===== src/spi_consts.svh =====
// Shared constants of the SPI master: register map, reset values and widths.
// Include wherever a register offset, a FIFO size or a bus width is needed.

`ifndef SPI_CONSTS_SVH
`define SPI_CONSTS_SVH

// Register offsets from the base address
`define SPI_ADDR_DATA     0
`define SPI_ADDR_RXCOUNT  4
`define SPI_ADDR_TXCOUNT  5
`define SPI_ADDR_CONF     6
`define SPI_ADDR_CSMASK   7
`define SPI_ADDR_DIV      8

// FIFO sizing, count must hold 0..depth
`define SPI_FIFO_DEPTH    16
`define SPI_COUNT_W       5

// Wishbone widths
`define SPI_ADR_W         8
`define SPI_DAT_W         32

// Reset values
`define SPI_CONF_RESET    0
`define SPI_DIV_RESET     7

// Configuration bit positions
`define SPI_CONF_LSB      0
`define SPI_CONF_DWS      1
`define SPI_CONF_CPHA     2
`define SPI_CONF_CPOL     3
`define SPI_CONF_BLOCK    4

`endif


===== src/spi_bus_pkg.sv =====
// Types for the Wishbone register side of the SPI master.
// Imported by the register block and the top level.
`default_nettype none

package spi_bus_pkg;

`include "spi_consts.svh"

    // Wishbone slave state
    typedef enum logic {
        bus_idle,
        bus_reply
    } bus_state_e;

    // Result of the address decode
    typedef enum logic [2:0] {
        reg_data,
        reg_rxcount,
        reg_txcount,
        reg_conf,
        reg_csmask,
        reg_div,
        reg_none
    } reg_sel_e;

    // Configuration byte, DWS is kept but has no effect
    typedef struct packed {
        logic [7:`SPI_CONF_BLOCK+1] rsvd;
        logic                       block;
        logic                       cpol;
        logic                       cpha;
        logic                       dws;
        logic                       lsb;
    } spi_conf_t;

endpackage

`default_nettype wire


===== src/spi_line_pkg.sv =====
// Types for the SPI serial engine.
`default_nettype none

package spi_line_pkg;

`include "spi_consts.svh"

    // Serial engine phases of one frame
    typedef enum logic [1:0] {
        sh_idle,
        sh_lead,
        sh_shift,
        sh_trail
    } shift_state_e;

    // SPI mode as clock polarity and phase
    typedef struct packed {
        logic cpol;
        logic cpha;
    } spi_mode_t;

endpackage

`default_nettype wire


===== src/byte_fifo.sv =====
// Synchronous byte FIFO with occupancy count and flags.
// Head of the queue is visible on dout without a read latency.
`timescale 1ns/1ps
`default_nettype none

`include "spi_consts.svh"

module byte_fifo
(
    input  logic                    wb,
    input  logic                    reset,
    input  logic                    push,
    input  logic [7:0]              din,
    input  logic                    pop,
    output logic [7:0]              dout,
    output logic                    empty,
    output logic                    full,
    output logic [`SPI_COUNT_W-1:0] count
);

    localparam int ptr_w = $clog2(`SPI_FIFO_DEPTH);

    logic [7:0]       mem [`SPI_FIFO_DEPTH];
    logic [ptr_w-1:0] wr_ptr;
    logic [ptr_w-1:0] rd_ptr;
    logic             do_push;
    logic             do_pop;

    // Overflow and underflow requests are dropped
    assign do_push = push && !full;
    assign do_pop  = pop && !empty;

    assign empty = (count == '0);
    assign full  = (count == `SPI_COUNT_W'(`SPI_FIFO_DEPTH));
    assign dout  = mem[rd_ptr];

    always_ff @(posedge wb)
    begin
        if (do_push)
        begin
            mem[wr_ptr] <= din;
        end
    end

    // Depth is a power of two, so the pointers wrap on their own
    always_ff @(posedge wb)
    begin
        if (reset)
        begin
            wr_ptr <= '0;
            rd_ptr <= '0;
            count  <= '0;
        end
        else
        begin
            if (do_push)
            begin
                wr_ptr <= wr_ptr + 1'b1;
            end
            if (do_pop)
            begin
                rd_ptr <= rd_ptr + 1'b1;
            end
            case ({do_push, do_pop})
                2'b10:   count <= count + 1'b1;
                2'b01:   count <= count - 1'b1;
                default: count <= count;
            endcase
        end
    end

endmodule

`default_nettype wire


===== src/spi_controller.sv =====
// Top level of the Wishbone SPI master.
// Connects the register block, the transmit and receive FIFOs and the shifter.
`timescale 1ns/1ps
`default_nettype none

`include "spi_consts.svh"

module spi_controller
    import spi_bus_pkg::*;
    import spi_line_pkg::*;
#(
    parameter int base_addr = 0
)
(
    input  logic                  wb,
    input  logic                  reset,
    input  logic                  wb_cyc,
    input  logic                  wb_stb,
    input  logic                  wb_we,
    input  logic [`SPI_ADR_W-1:0] wb_adr,
    input  logic [`SPI_DAT_W-1:0] wb_dat_w,
    output logic [`SPI_DAT_W-1:0] wb_dat_r,
    output logic                  wb_ack,
    output logic                  wb_err,
    output logic                  sclk,
    output logic                  mosi,
    input  logic                  miso,
    output logic [7:0]            cs
);

    spi_conf_t               conf;
    logic [7:0]              cs_mask;
    logic [7:0]              div;
    logic                    tx_push;
    logic                    tx_ready;
    logic                    tx_empty;
    logic                    tx_full;
    logic [7:0]              tx_byte;
    logic [`SPI_COUNT_W-1:0] tx_count;
    logic                    rx_pop;
    logic                    rx_valid;
    logic                    rx_empty;
    logic                    rx_full;
    logic [7:0]              rx_byte;
    logic [7:0]              rx_head;
    logic [`SPI_COUNT_W-1:0] rx_count;

    spi_regs #(.base_addr(base_addr)) regs_i (
        .wb(wb), .reset(reset), .wb_cyc(wb_cyc), .wb_stb(wb_stb), .wb_we(wb_we),
        .wb_adr(wb_adr), .wb_dat_w(wb_dat_w), .wb_dat_r(wb_dat_r),
        .wb_ack(wb_ack), .wb_err(wb_err),
        .tx_push(tx_push), .tx_full(tx_full), .tx_count(tx_count),
        .rx_pop(rx_pop), .rx_empty(rx_empty), .rx_full(rx_full),
        .rx_count(rx_count), .rx_head(rx_head),
        .conf(conf), .cs_mask(cs_mask), .div(div)
    );

    // Bus writes carry the byte in the low lane
    byte_fifo tx_fifo_i (
        .wb(wb), .reset(reset), .push(tx_push), .din(wb_dat_w[7:0]), .pop(tx_ready),
        .dout(tx_byte), .empty(tx_empty), .full(tx_full), .count(tx_count)
    );

    byte_fifo rx_fifo_i (
        .wb(wb), .reset(reset), .push(rx_valid), .din(rx_byte), .pop(rx_pop),
        .dout(rx_head), .empty(rx_empty), .full(rx_full), .count(rx_count)
    );

    spi_shifter shifter_i (
        .wb(wb), .reset(reset), .mode(spi_mode_t'({conf.cpol, conf.cpha})),
        .lsb_first(conf.lsb), .block(conf.block), .div(div), .cs_mask(cs_mask),
        .tx_valid(!tx_empty), .tx_ready(tx_ready), .tx_byte(tx_byte),
        .rx_space(!rx_full), .rx_valid(rx_valid), .rx_byte(rx_byte),
        .sclk(sclk), .mosi(mosi), .miso(miso), .cs(cs)
    );

endmodule

`default_nettype wire


===== src/spi_regs.sv =====
// Wishbone slave of the SPI master with its register file.
// Decodes the register window, pushes and pops the FIFOs, replies ack or err.
`timescale 1ns/1ps
`default_nettype none

`include "spi_consts.svh"

module spi_regs
    import spi_bus_pkg::*;
#(
    parameter int base_addr = 0
)
(
    input  logic                    wb,
    input  logic                    reset,
    input  logic                    wb_cyc,
    input  logic                    wb_stb,
    input  logic                    wb_we,
    input  logic [`SPI_ADR_W-1:0]   wb_adr,
    input  logic [`SPI_DAT_W-1:0]   wb_dat_w,
    output logic [`SPI_DAT_W-1:0]   wb_dat_r,
    output logic                    wb_ack,
    output logic                    wb_err,
    output logic                    tx_push,
    input  logic                    tx_full,
    input  logic [`SPI_COUNT_W-1:0] tx_count,
    output logic                    rx_pop,
    input  logic                    rx_empty,
    input  logic                    rx_full,
    input  logic [`SPI_COUNT_W-1:0] rx_count,
    input  logic [7:0]              rx_head,
    output spi_conf_t               conf,
    output logic [7:0]              cs_mask,
    output logic [7:0]              div
);

    bus_state_e            state;
    reg_sel_e              sel;
    logic [`SPI_ADR_W-1:0] offset;
    logic                  req;
    logic                  stall;
    logic                  reply_err;
    logic                  ack_q;
    logic                  err_q;

    ////////////////////////////////////////
    // Address decode
    ////////////////////////////////////////
    always_comb
    begin
        offset = wb_adr - `SPI_ADR_W'(base_addr);
        sel    = reg_none;
        if (wb_adr >= `SPI_ADR_W'(base_addr))
        begin
            case (offset)
                `SPI_ADR_W'(`SPI_ADDR_DATA):    sel = reg_data;
                `SPI_ADR_W'(`SPI_ADDR_RXCOUNT): sel = reg_rxcount;
                `SPI_ADR_W'(`SPI_ADDR_TXCOUNT): sel = reg_txcount;
                `SPI_ADR_W'(`SPI_ADDR_CONF):    sel = reg_conf;
                `SPI_ADR_W'(`SPI_ADDR_CSMASK):  sel = reg_csmask;
                `SPI_ADR_W'(`SPI_ADDR_DIV):     sel = reg_div;
                default:                        sel = reg_none;
            endcase
        end
    end

    // Decide the reply of the pending request
    always_comb
    begin
        req       = wb_cyc && wb_stb && (state == bus_idle);
        stall     = 1'b0;
        reply_err = 1'b0;
        case (sel)
            reg_none: reply_err = 1'b1;
            reg_data:
            begin
                if (wb_we)
                begin
                    // Block mode refuses data that could be lost
                    if (conf.block && (tx_full || rx_full))
                        reply_err = 1'b1;
                    else if (tx_full)
                        stall = 1'b1;
                end
                else if (rx_empty)
                begin
                    reply_err = 1'b1;
                end
            end
            default: reply_err = 1'b0;
        endcase
    end

    // Byte enters the transmit FIFO on the deciding edge
    assign tx_push = req && wb_we && (sel == reg_data) && !stall && !reply_err;

    ////////////////////////////////////////
    // Bus state and registers
    ////////////////////////////////////////
    always_ff @(posedge wb)
    begin
        if (reset)
        begin
            state   <= bus_idle;
            ack_q   <= 1'b0;
            err_q   <= 1'b0;
            rx_pop  <= 1'b0;
            conf    <= spi_conf_t'(8'(`SPI_CONF_RESET));
            cs_mask <= '0;
            div     <= 8'(`SPI_DIV_RESET);
        end
        else
        begin
            ack_q  <= 1'b0;
            err_q  <= 1'b0;
            rx_pop <= 1'b0;
            case (state)
                bus_idle:
                begin
                    if (req && !stall)
                    begin
                        state  <= bus_reply;
                        ack_q  <= !reply_err;
                        err_q  <= reply_err;
                        // Pop lands at the end of the reply cycle
                        rx_pop <= !wb_we && (sel == reg_data) && !reply_err;
                        if (wb_we && !reply_err)
                        begin
                            case (sel)
                                reg_conf:   conf    <= wb_dat_w[7:0];
                                reg_csmask: cs_mask <= wb_dat_w[7:0];
                                reg_div:    div     <= wb_dat_w[7:0];
                                default:    ;
                            endcase
                        end
                    end
                end
                default: state <= bus_idle;
            endcase
        end
    end

    // Read data follows the address, zero-extended
    always_comb
    begin
        wb_dat_r = '0;
        case (sel)
            reg_data:    wb_dat_r[7:0] = rx_head;
            reg_rxcount: wb_dat_r[`SPI_COUNT_W-1:0] = rx_count;
            reg_txcount: wb_dat_r[`SPI_COUNT_W-1:0] = tx_count;
            reg_conf:    wb_dat_r[7:0] = conf;
            reg_csmask:  wb_dat_r[7:0] = cs_mask;
            reg_div:     wb_dat_r[7:0] = div;
            default:     wb_dat_r = '0;
        endcase
    end

    assign wb_ack = ack_q && wb_stb && wb_cyc;
    assign wb_err = err_q && wb_stb && wb_cyc;

endmodule

`default_nettype wire


===== src/spi_shifter.sv =====
// SPI serial engine: paces SCLK from the divider, drives MOSI and samples MISO.
// Takes one byte per frame from the transmit FIFO and returns the received byte.
`timescale 1ns/1ps
`default_nettype none

module spi_shifter
    import spi_line_pkg::*;
(
    input  logic       wb,
    input  logic       reset,
    input  spi_mode_t  mode,
    input  logic       lsb_first,
    input  logic       block,
    input  logic [7:0] div,
    input  logic [7:0] cs_mask,
    input  logic       tx_valid,
    output logic       tx_ready,
    input  logic [7:0] tx_byte,
    input  logic       rx_space,
    output logic       rx_valid,
    output logic [7:0] rx_byte,
    output logic       sclk,
    output logic       mosi,
    input  logic       miso,
    output logic [7:0] cs
);

    shift_state_e state;
    spi_mode_t    mode_q;
    logic         lsb_q;
    logic [7:0]   div_q;
    logic [7:0]   hcnt;
    logic [3:0]   hidx;
    logic [3:0]   next_idx;
    logic [7:0]   tx_sr;
    logic         half_done;
    logic         enter_half;
    logic         sample;
    logic         shift;

    assign half_done = (hcnt == div_q);

    // Hold off while the previous byte is still on its way to the FIFO
    assign tx_ready = (state == sh_idle) && tx_valid && !rx_valid && (rx_space || !block);

    ////////////////////////////////////////
    // Edge events
    ////////////////////////////////////////
    // Even shift halves start with the leading SCLK edge, odd ones with the
    // trailing edge. CPHA 0 samples on leading edges and shifts on trailing
    // ones, CPHA 1 the other way round.
    always_comb
    begin
        next_idx   = (state == sh_lead) ? 4'd0 : hidx + 4'd1;
        enter_half = half_done &&
                     ((state == sh_lead) || ((state == sh_shift) && (hidx != 4'd15)));
        sample     = enter_half && (next_idx[0] == mode_q.cpha);
        // First bit is already on MOSI when the frame starts
        shift      = enter_half && (next_idx[0] != mode_q.cpha) && (next_idx != 4'd0);
    end

    ////////////////////////////////////////
    // Frame FSM and transmit shifter
    ////////////////////////////////////////
    always_ff @(posedge wb)
    begin
        if (reset)
        begin
            state    <= sh_idle;
            mode_q   <= '0;
            lsb_q    <= 1'b0;
            div_q    <= '0;
            hcnt     <= '0;
            hidx     <= '0;
            tx_sr    <= '0;
            rx_valid <= 1'b0;
        end
        else
        begin
            rx_valid <= 1'b0;
            if ((state == sh_idle) || half_done)
                hcnt <= '0;
            else
                hcnt <= hcnt + 8'd1;

            case (state)
                sh_idle:
                begin
                    if (tx_ready)
                    begin
                        // Settings stay fixed for the whole frame
                        state  <= sh_lead;
                        mode_q <= mode;
                        lsb_q  <= lsb_first;
                        div_q  <= div;
                        tx_sr  <= tx_byte;
                    end
                end
                sh_lead:
                begin
                    if (half_done)
                    begin
                        state <= sh_shift;
                        hidx  <= '0;
                    end
                end
                sh_shift:
                begin
                    if (half_done)
                    begin
                        if (hidx == 4'd15)
                            state <= sh_trail;
                        else
                            hidx <= next_idx;
                    end
                end
                default:
                begin
                    if (half_done)
                    begin
                        state    <= sh_idle;
                        rx_valid <= 1'b1;
                    end
                end
            endcase

            if (shift)
                tx_sr <= lsb_q ? {1'b0, tx_sr[7:1]} : {tx_sr[6:0], 1'b0};
        end
    end

    // Receive assembly mirrors the transmit order
    always_ff @(posedge wb)
    begin
        if (sample)
            rx_byte <= lsb_q ? {miso, rx_byte[7:1]} : {rx_byte[6:0], miso};
    end

    assign mosi = lsb_q ? tx_sr[0] : tx_sr[7];
    assign cs   = (state == sh_idle) ? 8'h00 : cs_mask;

    // Idle level follows the live CPOL
    always_comb
    begin
        case (state)
            sh_idle:  sclk = mode.cpol;
            sh_shift: sclk = mode_q.cpol ^ ~hidx[0];
            default:  sclk = mode_q.cpol;
        endcase
    end

endmodule

`default_nettype wire


===== config.mk =====
export PLATFORM = sky130hd
export DESIGN_NAME = spi_controller
export DESIGN_NICKNAME = d
export VERILOG_FILES = /design/src/spi_bus_pkg.sv /design/src/spi_line_pkg.sv /design/src/byte_fifo.sv /design/src/spi_controller.sv /design/src/spi_regs.sv /design/src/spi_shifter.sv
export VERILOG_INCLUDE_DIRS = /design/src
export SDC_FILE = /design/constraint.sdc
export NUM_CORES = 1
export LEC_CHECK = 0
export BUFFER_PORTS_ARGS = -buffer_cell sky130_fd_sc_hd__clkbuf_2
export CAP_MARGIN = 40
export CELL_PAD_IN_SITES_DETAIL_PLACEMENT = 1
export CELL_PAD_IN_SITES_GLOBAL_PLACEMENT = 1
export CORE_ASPECT_RATIO = 0.5
export CORE_MARGIN = 4
export CORE_UTILIZATION = 50
export DETAILED_ROUTE_END_ITERATION = 10
export PLACE_DENSITY_LB_ADDON = 0.1
export REMOVE_ABC_BUFFERS = 1
export SLEW_MARGIN = 0
export SYNTH_ARGS = -nofsm -noshare
export SYNTH_HDL_FRONTEND = slang
export SYNTH_HIERARCHICAL = 1
export SYNTH_SLANG_ARGS = --single-unit

===== constraint.sdc =====
create_clock -name wb -period 6.55 [get_ports wb]
set_clock_uncertainty 0.1 [all_clocks]
set_input_delay 0.9825 -clock wb [delete_from_list [all_inputs] [get_ports wb]]
set_output_delay 0.9825 -clock wb [all_outputs]
set_load 0.01 [all_outputs]

After elaboration in Yosys (flattened, before gate mapping)
Memory sizes are Yosys's and may differ from the RTL's. A register that Yosys moved wholly into a read port is not among the register bits.
Cells that the tools add are included.
- bitwise logic cells: 4
- add/sub/neg operators: 10
- div/mod/pow operators: 0
- reduce and logical (&&, ||, !) cells: 63
- equality and inequality tests: 29
- shift-type cells: 0
- multiplexer cells: 43
- $lt $le $gt $ge: 1
- multiply operators: 0
- operators with widths (cell ; count):
    8-bit two-way mux ; 6
    8-bit by 3-bit == test with 1-bit output, second input constant ; 4
    4-bit two-way mux ; 8
    5-bit one-hot mux with 6 select lines ; 1
    1-bit logical AND ; 27
    4-bit by 1-bit adder with 4-bit output, second input constant ; 5
    5-bit one-hot mux with 2 select lines ; 2
    3-bit one-hot mux with 6 select lines ; 1
    4-bit AND reduction ; 4
    1-bit two-way mux ; 14
    3-bit one-hot mux with 4 select lines ; 1
    2-bit nonzero test ; 6
    5-bit by 1-bit adder with 5-bit output, second input constant ; 2
    5-bit == test, second input constant ; 2
    5-bit zero test ; 2
    2-bit two-way mux ; 5
    5-bit by 1-bit subtractor with 5-bit output, second input constant ; 2
    3-bit == test, second input constant ; 3
    1-bit zero test ; 9
    8-bit by 1-bit adder with 8-bit output, second input constant ; 1
    8-bit by 4-bit == test with 1-bit output, second input constant ; 1
    8-bit == test ; 1
    8-bit by 1-bit greater-or-equal comparator with 1-bit output, second input constant ; 1
    8-bit zero test ; 1
    other kinds (25) ; 41
- memories kept: 2
- memory bits (read-only): 0
- flip-flop bits (word level): 96
- RAM bits: 256
- word-level logic and storage cells: 180
- output and inout port bits: 44
- input bits: 46
- latch bits: 0
- memories (memory ; words ; width ; rd ports ; clocked after Yosys merged registers in ; wr ports ; RTL line ; RTL):
    rx_fifo_i.mem ; 16 ; 8 ; 1 ; 1 ; 1 ; byte_fifo.sv:23 ; logic [7:0] mem [`SPI_FIFO_DEPTH];
    tx_fifo_i.mem ; 16 ; 8 ; 1 ; 1 ; 1 ; byte_fifo.sv:23 ;

Depth between registers and ports, before layout
- depth in word-level cells: 12
- gate-level depth with buffers: 20
- depth with buffers taken out: 17

Modules after synthesis
The synthesis kept the hierarchy.
- by module, submodules not included (module ; instances ; area an instance (sq um) ; cells an instance):
    byte_fifo ; 2 ; 5974.5 ; 305
    spi_shifter ; 1 ; 2175.8 ; 242
    spi_regs ; 1 ; 1869.3 ; 234
    spi_controller ; 1 ; 7.5 ; 2

Worst setup path after synthesis
OpenSTA, ideal clock, no wires.
- path kind: input port to flip-flop
- start point: input wb_adr[0]
- end point: register tx_fifo_i.count[2]
- stages: 20
- arrival time: 5.335 ns
- library setup time: 0.071 ns
- slack: 1.045 ns
- data required time: 6.379 ns
- cells stage by stage: buf_1 clkbuf_1 nand3_1 a21oi_1 inv_1 ha_1 clkbuf_1 o31a_1 a21oi_1 nand2_1 nor4_1 o21a_4 clkinv_2 ha_1 clkbuf_1 xor2_1 ha_1 o21a_1 or4_1 a21oi_1
- word-level cells in the longest chain between the ends: 11
- elaborated cells on any way between the ends: 23
- those cells by class: order compare (1); eq/ne (8); mux (5); reduce/logical (9)
- RTL lines (item ; RTL line ; RTL):
    from (decl) ; spi_controller.sv:20 ; input logic [`SPI_ADR_W-1:0] wb_adr,
    parallel branches: the longest is 2 deep, another holds 8-bit by 1-bit greater-or-equal comparator with 1-bit output ; -- ;
    3-bit two-way mux (*) ; spi_regs.sv:53 ; if (wb_adr >= `SPI_ADR_W'(base_addr))
    parallel branches: the longest is 4 deep, another holds 3-bit == test ; -- ;
    1-bit logical AND (*) ; spi_regs.sv:95 ; assign tx_push = req && wb_we && (sel == reg_data) && !stall && !reply_err;
    named net tx_push ; spi_controller.sv:34 ; logic tx_push;
    1-bit logical AND (*) ; byte_fifo.sv:30 ; assign do_push = push && !full;
    2-bit by 1-bit == test with 1-bit output or 2-bit == test (tied branches) ; byte_fifo.sv:64 ; case ({do_push, do_pop})
    5-bit one-hot mux with 2 select lines or 2-bit nonzero test (tied branches) ; -- ;
    to (signal assigned) ; byte_fifo.sv:65 ; 2'b10: count <= count + 1'b1;
    to (signal assigned) ; byte_fifo.sv:66 ; 2'b01: count <= count - 1'b1;
    to (signal assigned) ; byte_fifo.sv:67 ; default: count <= count;
    to (decl) ; byte_fifo.sv:18 ; output logic [`SPI_COUNT_W-1:0] count
Mark *: on every way through the listed nets, which the timed path passes.
A chain may end at the register's enable or synchronous reset.

Worst setup path in the final report
- start point: input wb_adr[5]
- end point: register tx_fifo_i.count[2]
Same word-level chain as after synthesis.

==> impl_metrics.ini <==
[floorplanning]
io_pins = 90
die_y_microns = 134
floorplan.initialDensity = 0.518
chipWidth_microns = 261
die_area_sq_um = 35100
core-area_sq_um = 30900
rows = 45

[layout]
areaGrowthSynthToFinish_pct = 9.45
layout-drive-gt1-share = 0.146
final_cells = 1564
antennaDiodeCount = 0
final_nets = 1187

[outcome]
status = finished, final reports clean

[yosys]
ys_async_sr_fraction = 0
yosysUniqueCellTypes = 70
synth_top_area_share = 0.495
syn_inst = 1088
synthTopCellsByArea = edfxtp_1 (50%), dfxtp_1 (12%), mux4_1 (9.2%)
syn_area_sq_um = 16000
synth_area_per_cell_sq_um = 14.7
synth_edf_count = 264
yosysMostFrequentCell = edfxtp_1
synth_commonest_cells = edfxtp_1 (264), dfxtp_1 (96), nor2_1 (85), nand2_1 (67), mux4_1 (56)
synth_top_area_cell = edfxtp_1
synth_seq_area_share = 0.616
ys_ff_latch = 360
synth_ff_type = edfxtp_1
yosysWarningCount = 6

[critical_path]
critPathKind = input port to register
worst_path_max_delay_cell = or4_4
worstPathMaxFanout = 12
cp.arrival_ns = 5.73
startpoint_type = input port
critical_path.cell_chain = clkbuf_2, or4_4, nor2_1, nand2_1, ha_1, o31a_1, a21oi_1, nand2_1, nor4_1, buf_4, o21a_4, clkinv_2, ha_1, xor2_1, ha_1, o21a_1, or4_1, a21oi_1
path_common_cell = ha_1
endpoint_kind = register
cp_data_required_time_ns = 6.94
path_buf_inv = 3
slowest_delay_ns = 0.62
critPathTopFamily = simple AND/OR/NAND/NOR gates

[timing]
rsz0062_at_grt = false
slew_headroom = 0.355
tns_ns = 0
min_period_over_period = 0.816
setup_viol = 0
maxSlewViolCount = 0
setup_slack_ns = 1.20
finalWorstPathRequiredPeriod_ns = 5.35
hold_viol = 0
achievable-frequency_mhz = 187
tightestPinTransition_ns = 0.964

[clock_network]
cts_sinks = 360
clk_latency_ns = 0.56
cts_setup_buffers = 0
clock_path_buffers = 3
clkTransAtPathRegs_ns = 0.07
cts_max_level = 1
cts_tree = yes
cts_resized = 0
cts-root-buf = clkbuf_16
hold_buffers = 0
cts_buffers = 31

[grt]
antenna_found_initial = 0
first_global_vias = 9402
grt_max_degree = 80
grt_first_pass_wirelength_microns = 55900
track_usage = 0.206
grt-ovfl-total = 0

[pwr]
power_density_nw_per_um2 = 300
p_total_mw = 5.25
leakage_nw = 5.74
ir_drop_mv = 0.202

[placed_design]
pre_cts_ws_ns = 0.774
gp_congestion = 0.903
dp_cells = 1506
port_buffers = 41
detailed_place_hpwl_microns = 24800

[routing]
drt-vias-per-instance = 5.85
drc_errors = 0
wirelength_microns = 36700
ant_nets = 0
wl_per_cell_microns = 23.5
dr.first_iter.drc_count = 548
vias = 9157
firstDrtPassIters = 7

[worst_hold_path]
min_path_type = register to register

[run]
maxCapViolCount = 0
## cell families (layout without fill, tap and decap cells)
group	count (synthesis)	count (layout)	synth area share
buf+inv	116	146	0.0404
fa+ha+maj	24	24	0.0188
compound gates	143	143	0.0642
other cells	1	24	0.000234
flops	360	360	0.616
mux	121	121	0.152
xor+xnor	32	32	0.0175
simple gates	291	291	0.0911
## stage by stage
step / hold WS (ns) / instance area, sq um / util
CTS: 0.373 / 17500 / 0.566
global placement: 0.348 / 16400 / 0.531
finish: 0.379 / 17500 / 0.567
floorplan: 0.332 / 15500 / -
detailed placement: 0.363 / 16500 / 0.533
global route: 0.376 / 17500 / 0.567
## routing by layer
| layer | track usage | vias to the layer above | share of wire |
|---|---|---|---|
| met4 | 0.0281 | 0 | 0.012 |
| met5 | 0 | - | 0 |
| met2 | 0.359 | 178 | 0.49 |
| met3 | 0.0364 | 35 | 0.044 |
| li1 | - | 4207 | - |
| met1 | 0.282 | 4737 | 0.45 |
## cell usage in the layout (no fill, tap or decap), types with 30 or more instances in the layout
master	synthesis	layout
nor2_1	85	85
a21oi_1	40	40
mux2i_1	30	30
nand3_1	35	35
clkbuf_2	0	40
dfxtp_1	96	95
edfxtp_1	264	264
clkbuf_16	0	31
mux4_1	56	56
nand2_1	67	67
## worst register-to-register path, cell delays in order, from the launching register on
cell and delay [ns]:
dfxtp_1 0.40, or4_1 0.72, nor2_1 0.27, inv_1 0.06
nand2b_1 0.15, nand2_1 0.17, buf_16 0.19, inv_1 0.10
o21ai_4 0.10, inv_1 0.10, ha_1 0.35, xor2_1 0.21
ha_1 0.23, o21a_1 0.21, or4_1 0.39, a21oi_1 0.15
## final cells by class
| type | count | area [sq um] |
|---|---|---|
| inverter | 27 | 104 |
| tap | 423 | 529 |
| clock buffer | 45 | 888 |
| clock inverter | 12 | 141 |
| multi-input combinational | 635 | 5600 |
| fill | 2902 | 13400 |
| sequential | 360 | 9850 |
| timing repair buffer | 62 | 402 |
## flip-flops by register name (all words and copies together), names as in the netlist, 8 cells and up, named ones only
signal and cells:
shifter_i/rx_byte 8, shifter_i/hcnt 8, regs_i/div 8, tx_fifo_i/mem 128, shifter_i/tx_sr 8, regs_i/cs_mask 8
rx_fifo_i/mem 128, regs_i/conf 8, shifter_i/div_q 8
## power breakdown
part           internal [mW]  switching (mW)
registers               2.58           0.143
clock network           1.06           0.814
logic                  0.256           0.400
## path summary, 6_finish.rpt
| kind | from | to | slack (ns) | cells past startpoint |
|---|---|---|---|---|
| setup / recovery | wb_adr[5] | tx_fifo_i/count[2]$_SDFFE_PP0P_ | 1.20 | 18 |
| hold / removal | regs_i/conf[1]$_SDFFE_PP0P_ | regs_i/conf[1]$_SDFFE_PP0P_ | 0.38 | 2 |
| setup reg to reg | rx_fifo_i/count[0]$_SDFFE_PP0P_ | tx_fifo_i/count[2]$_SDFFE_PP0P_ | 2.58 | 15 |
| hold reg to reg | regs_i/conf[1]$_SDFFE_PP0P_ | regs_i/conf[1]$_SDFFE_PP0P_ | 0.38 | 2 |
Power figures use the tool's default switching activity.
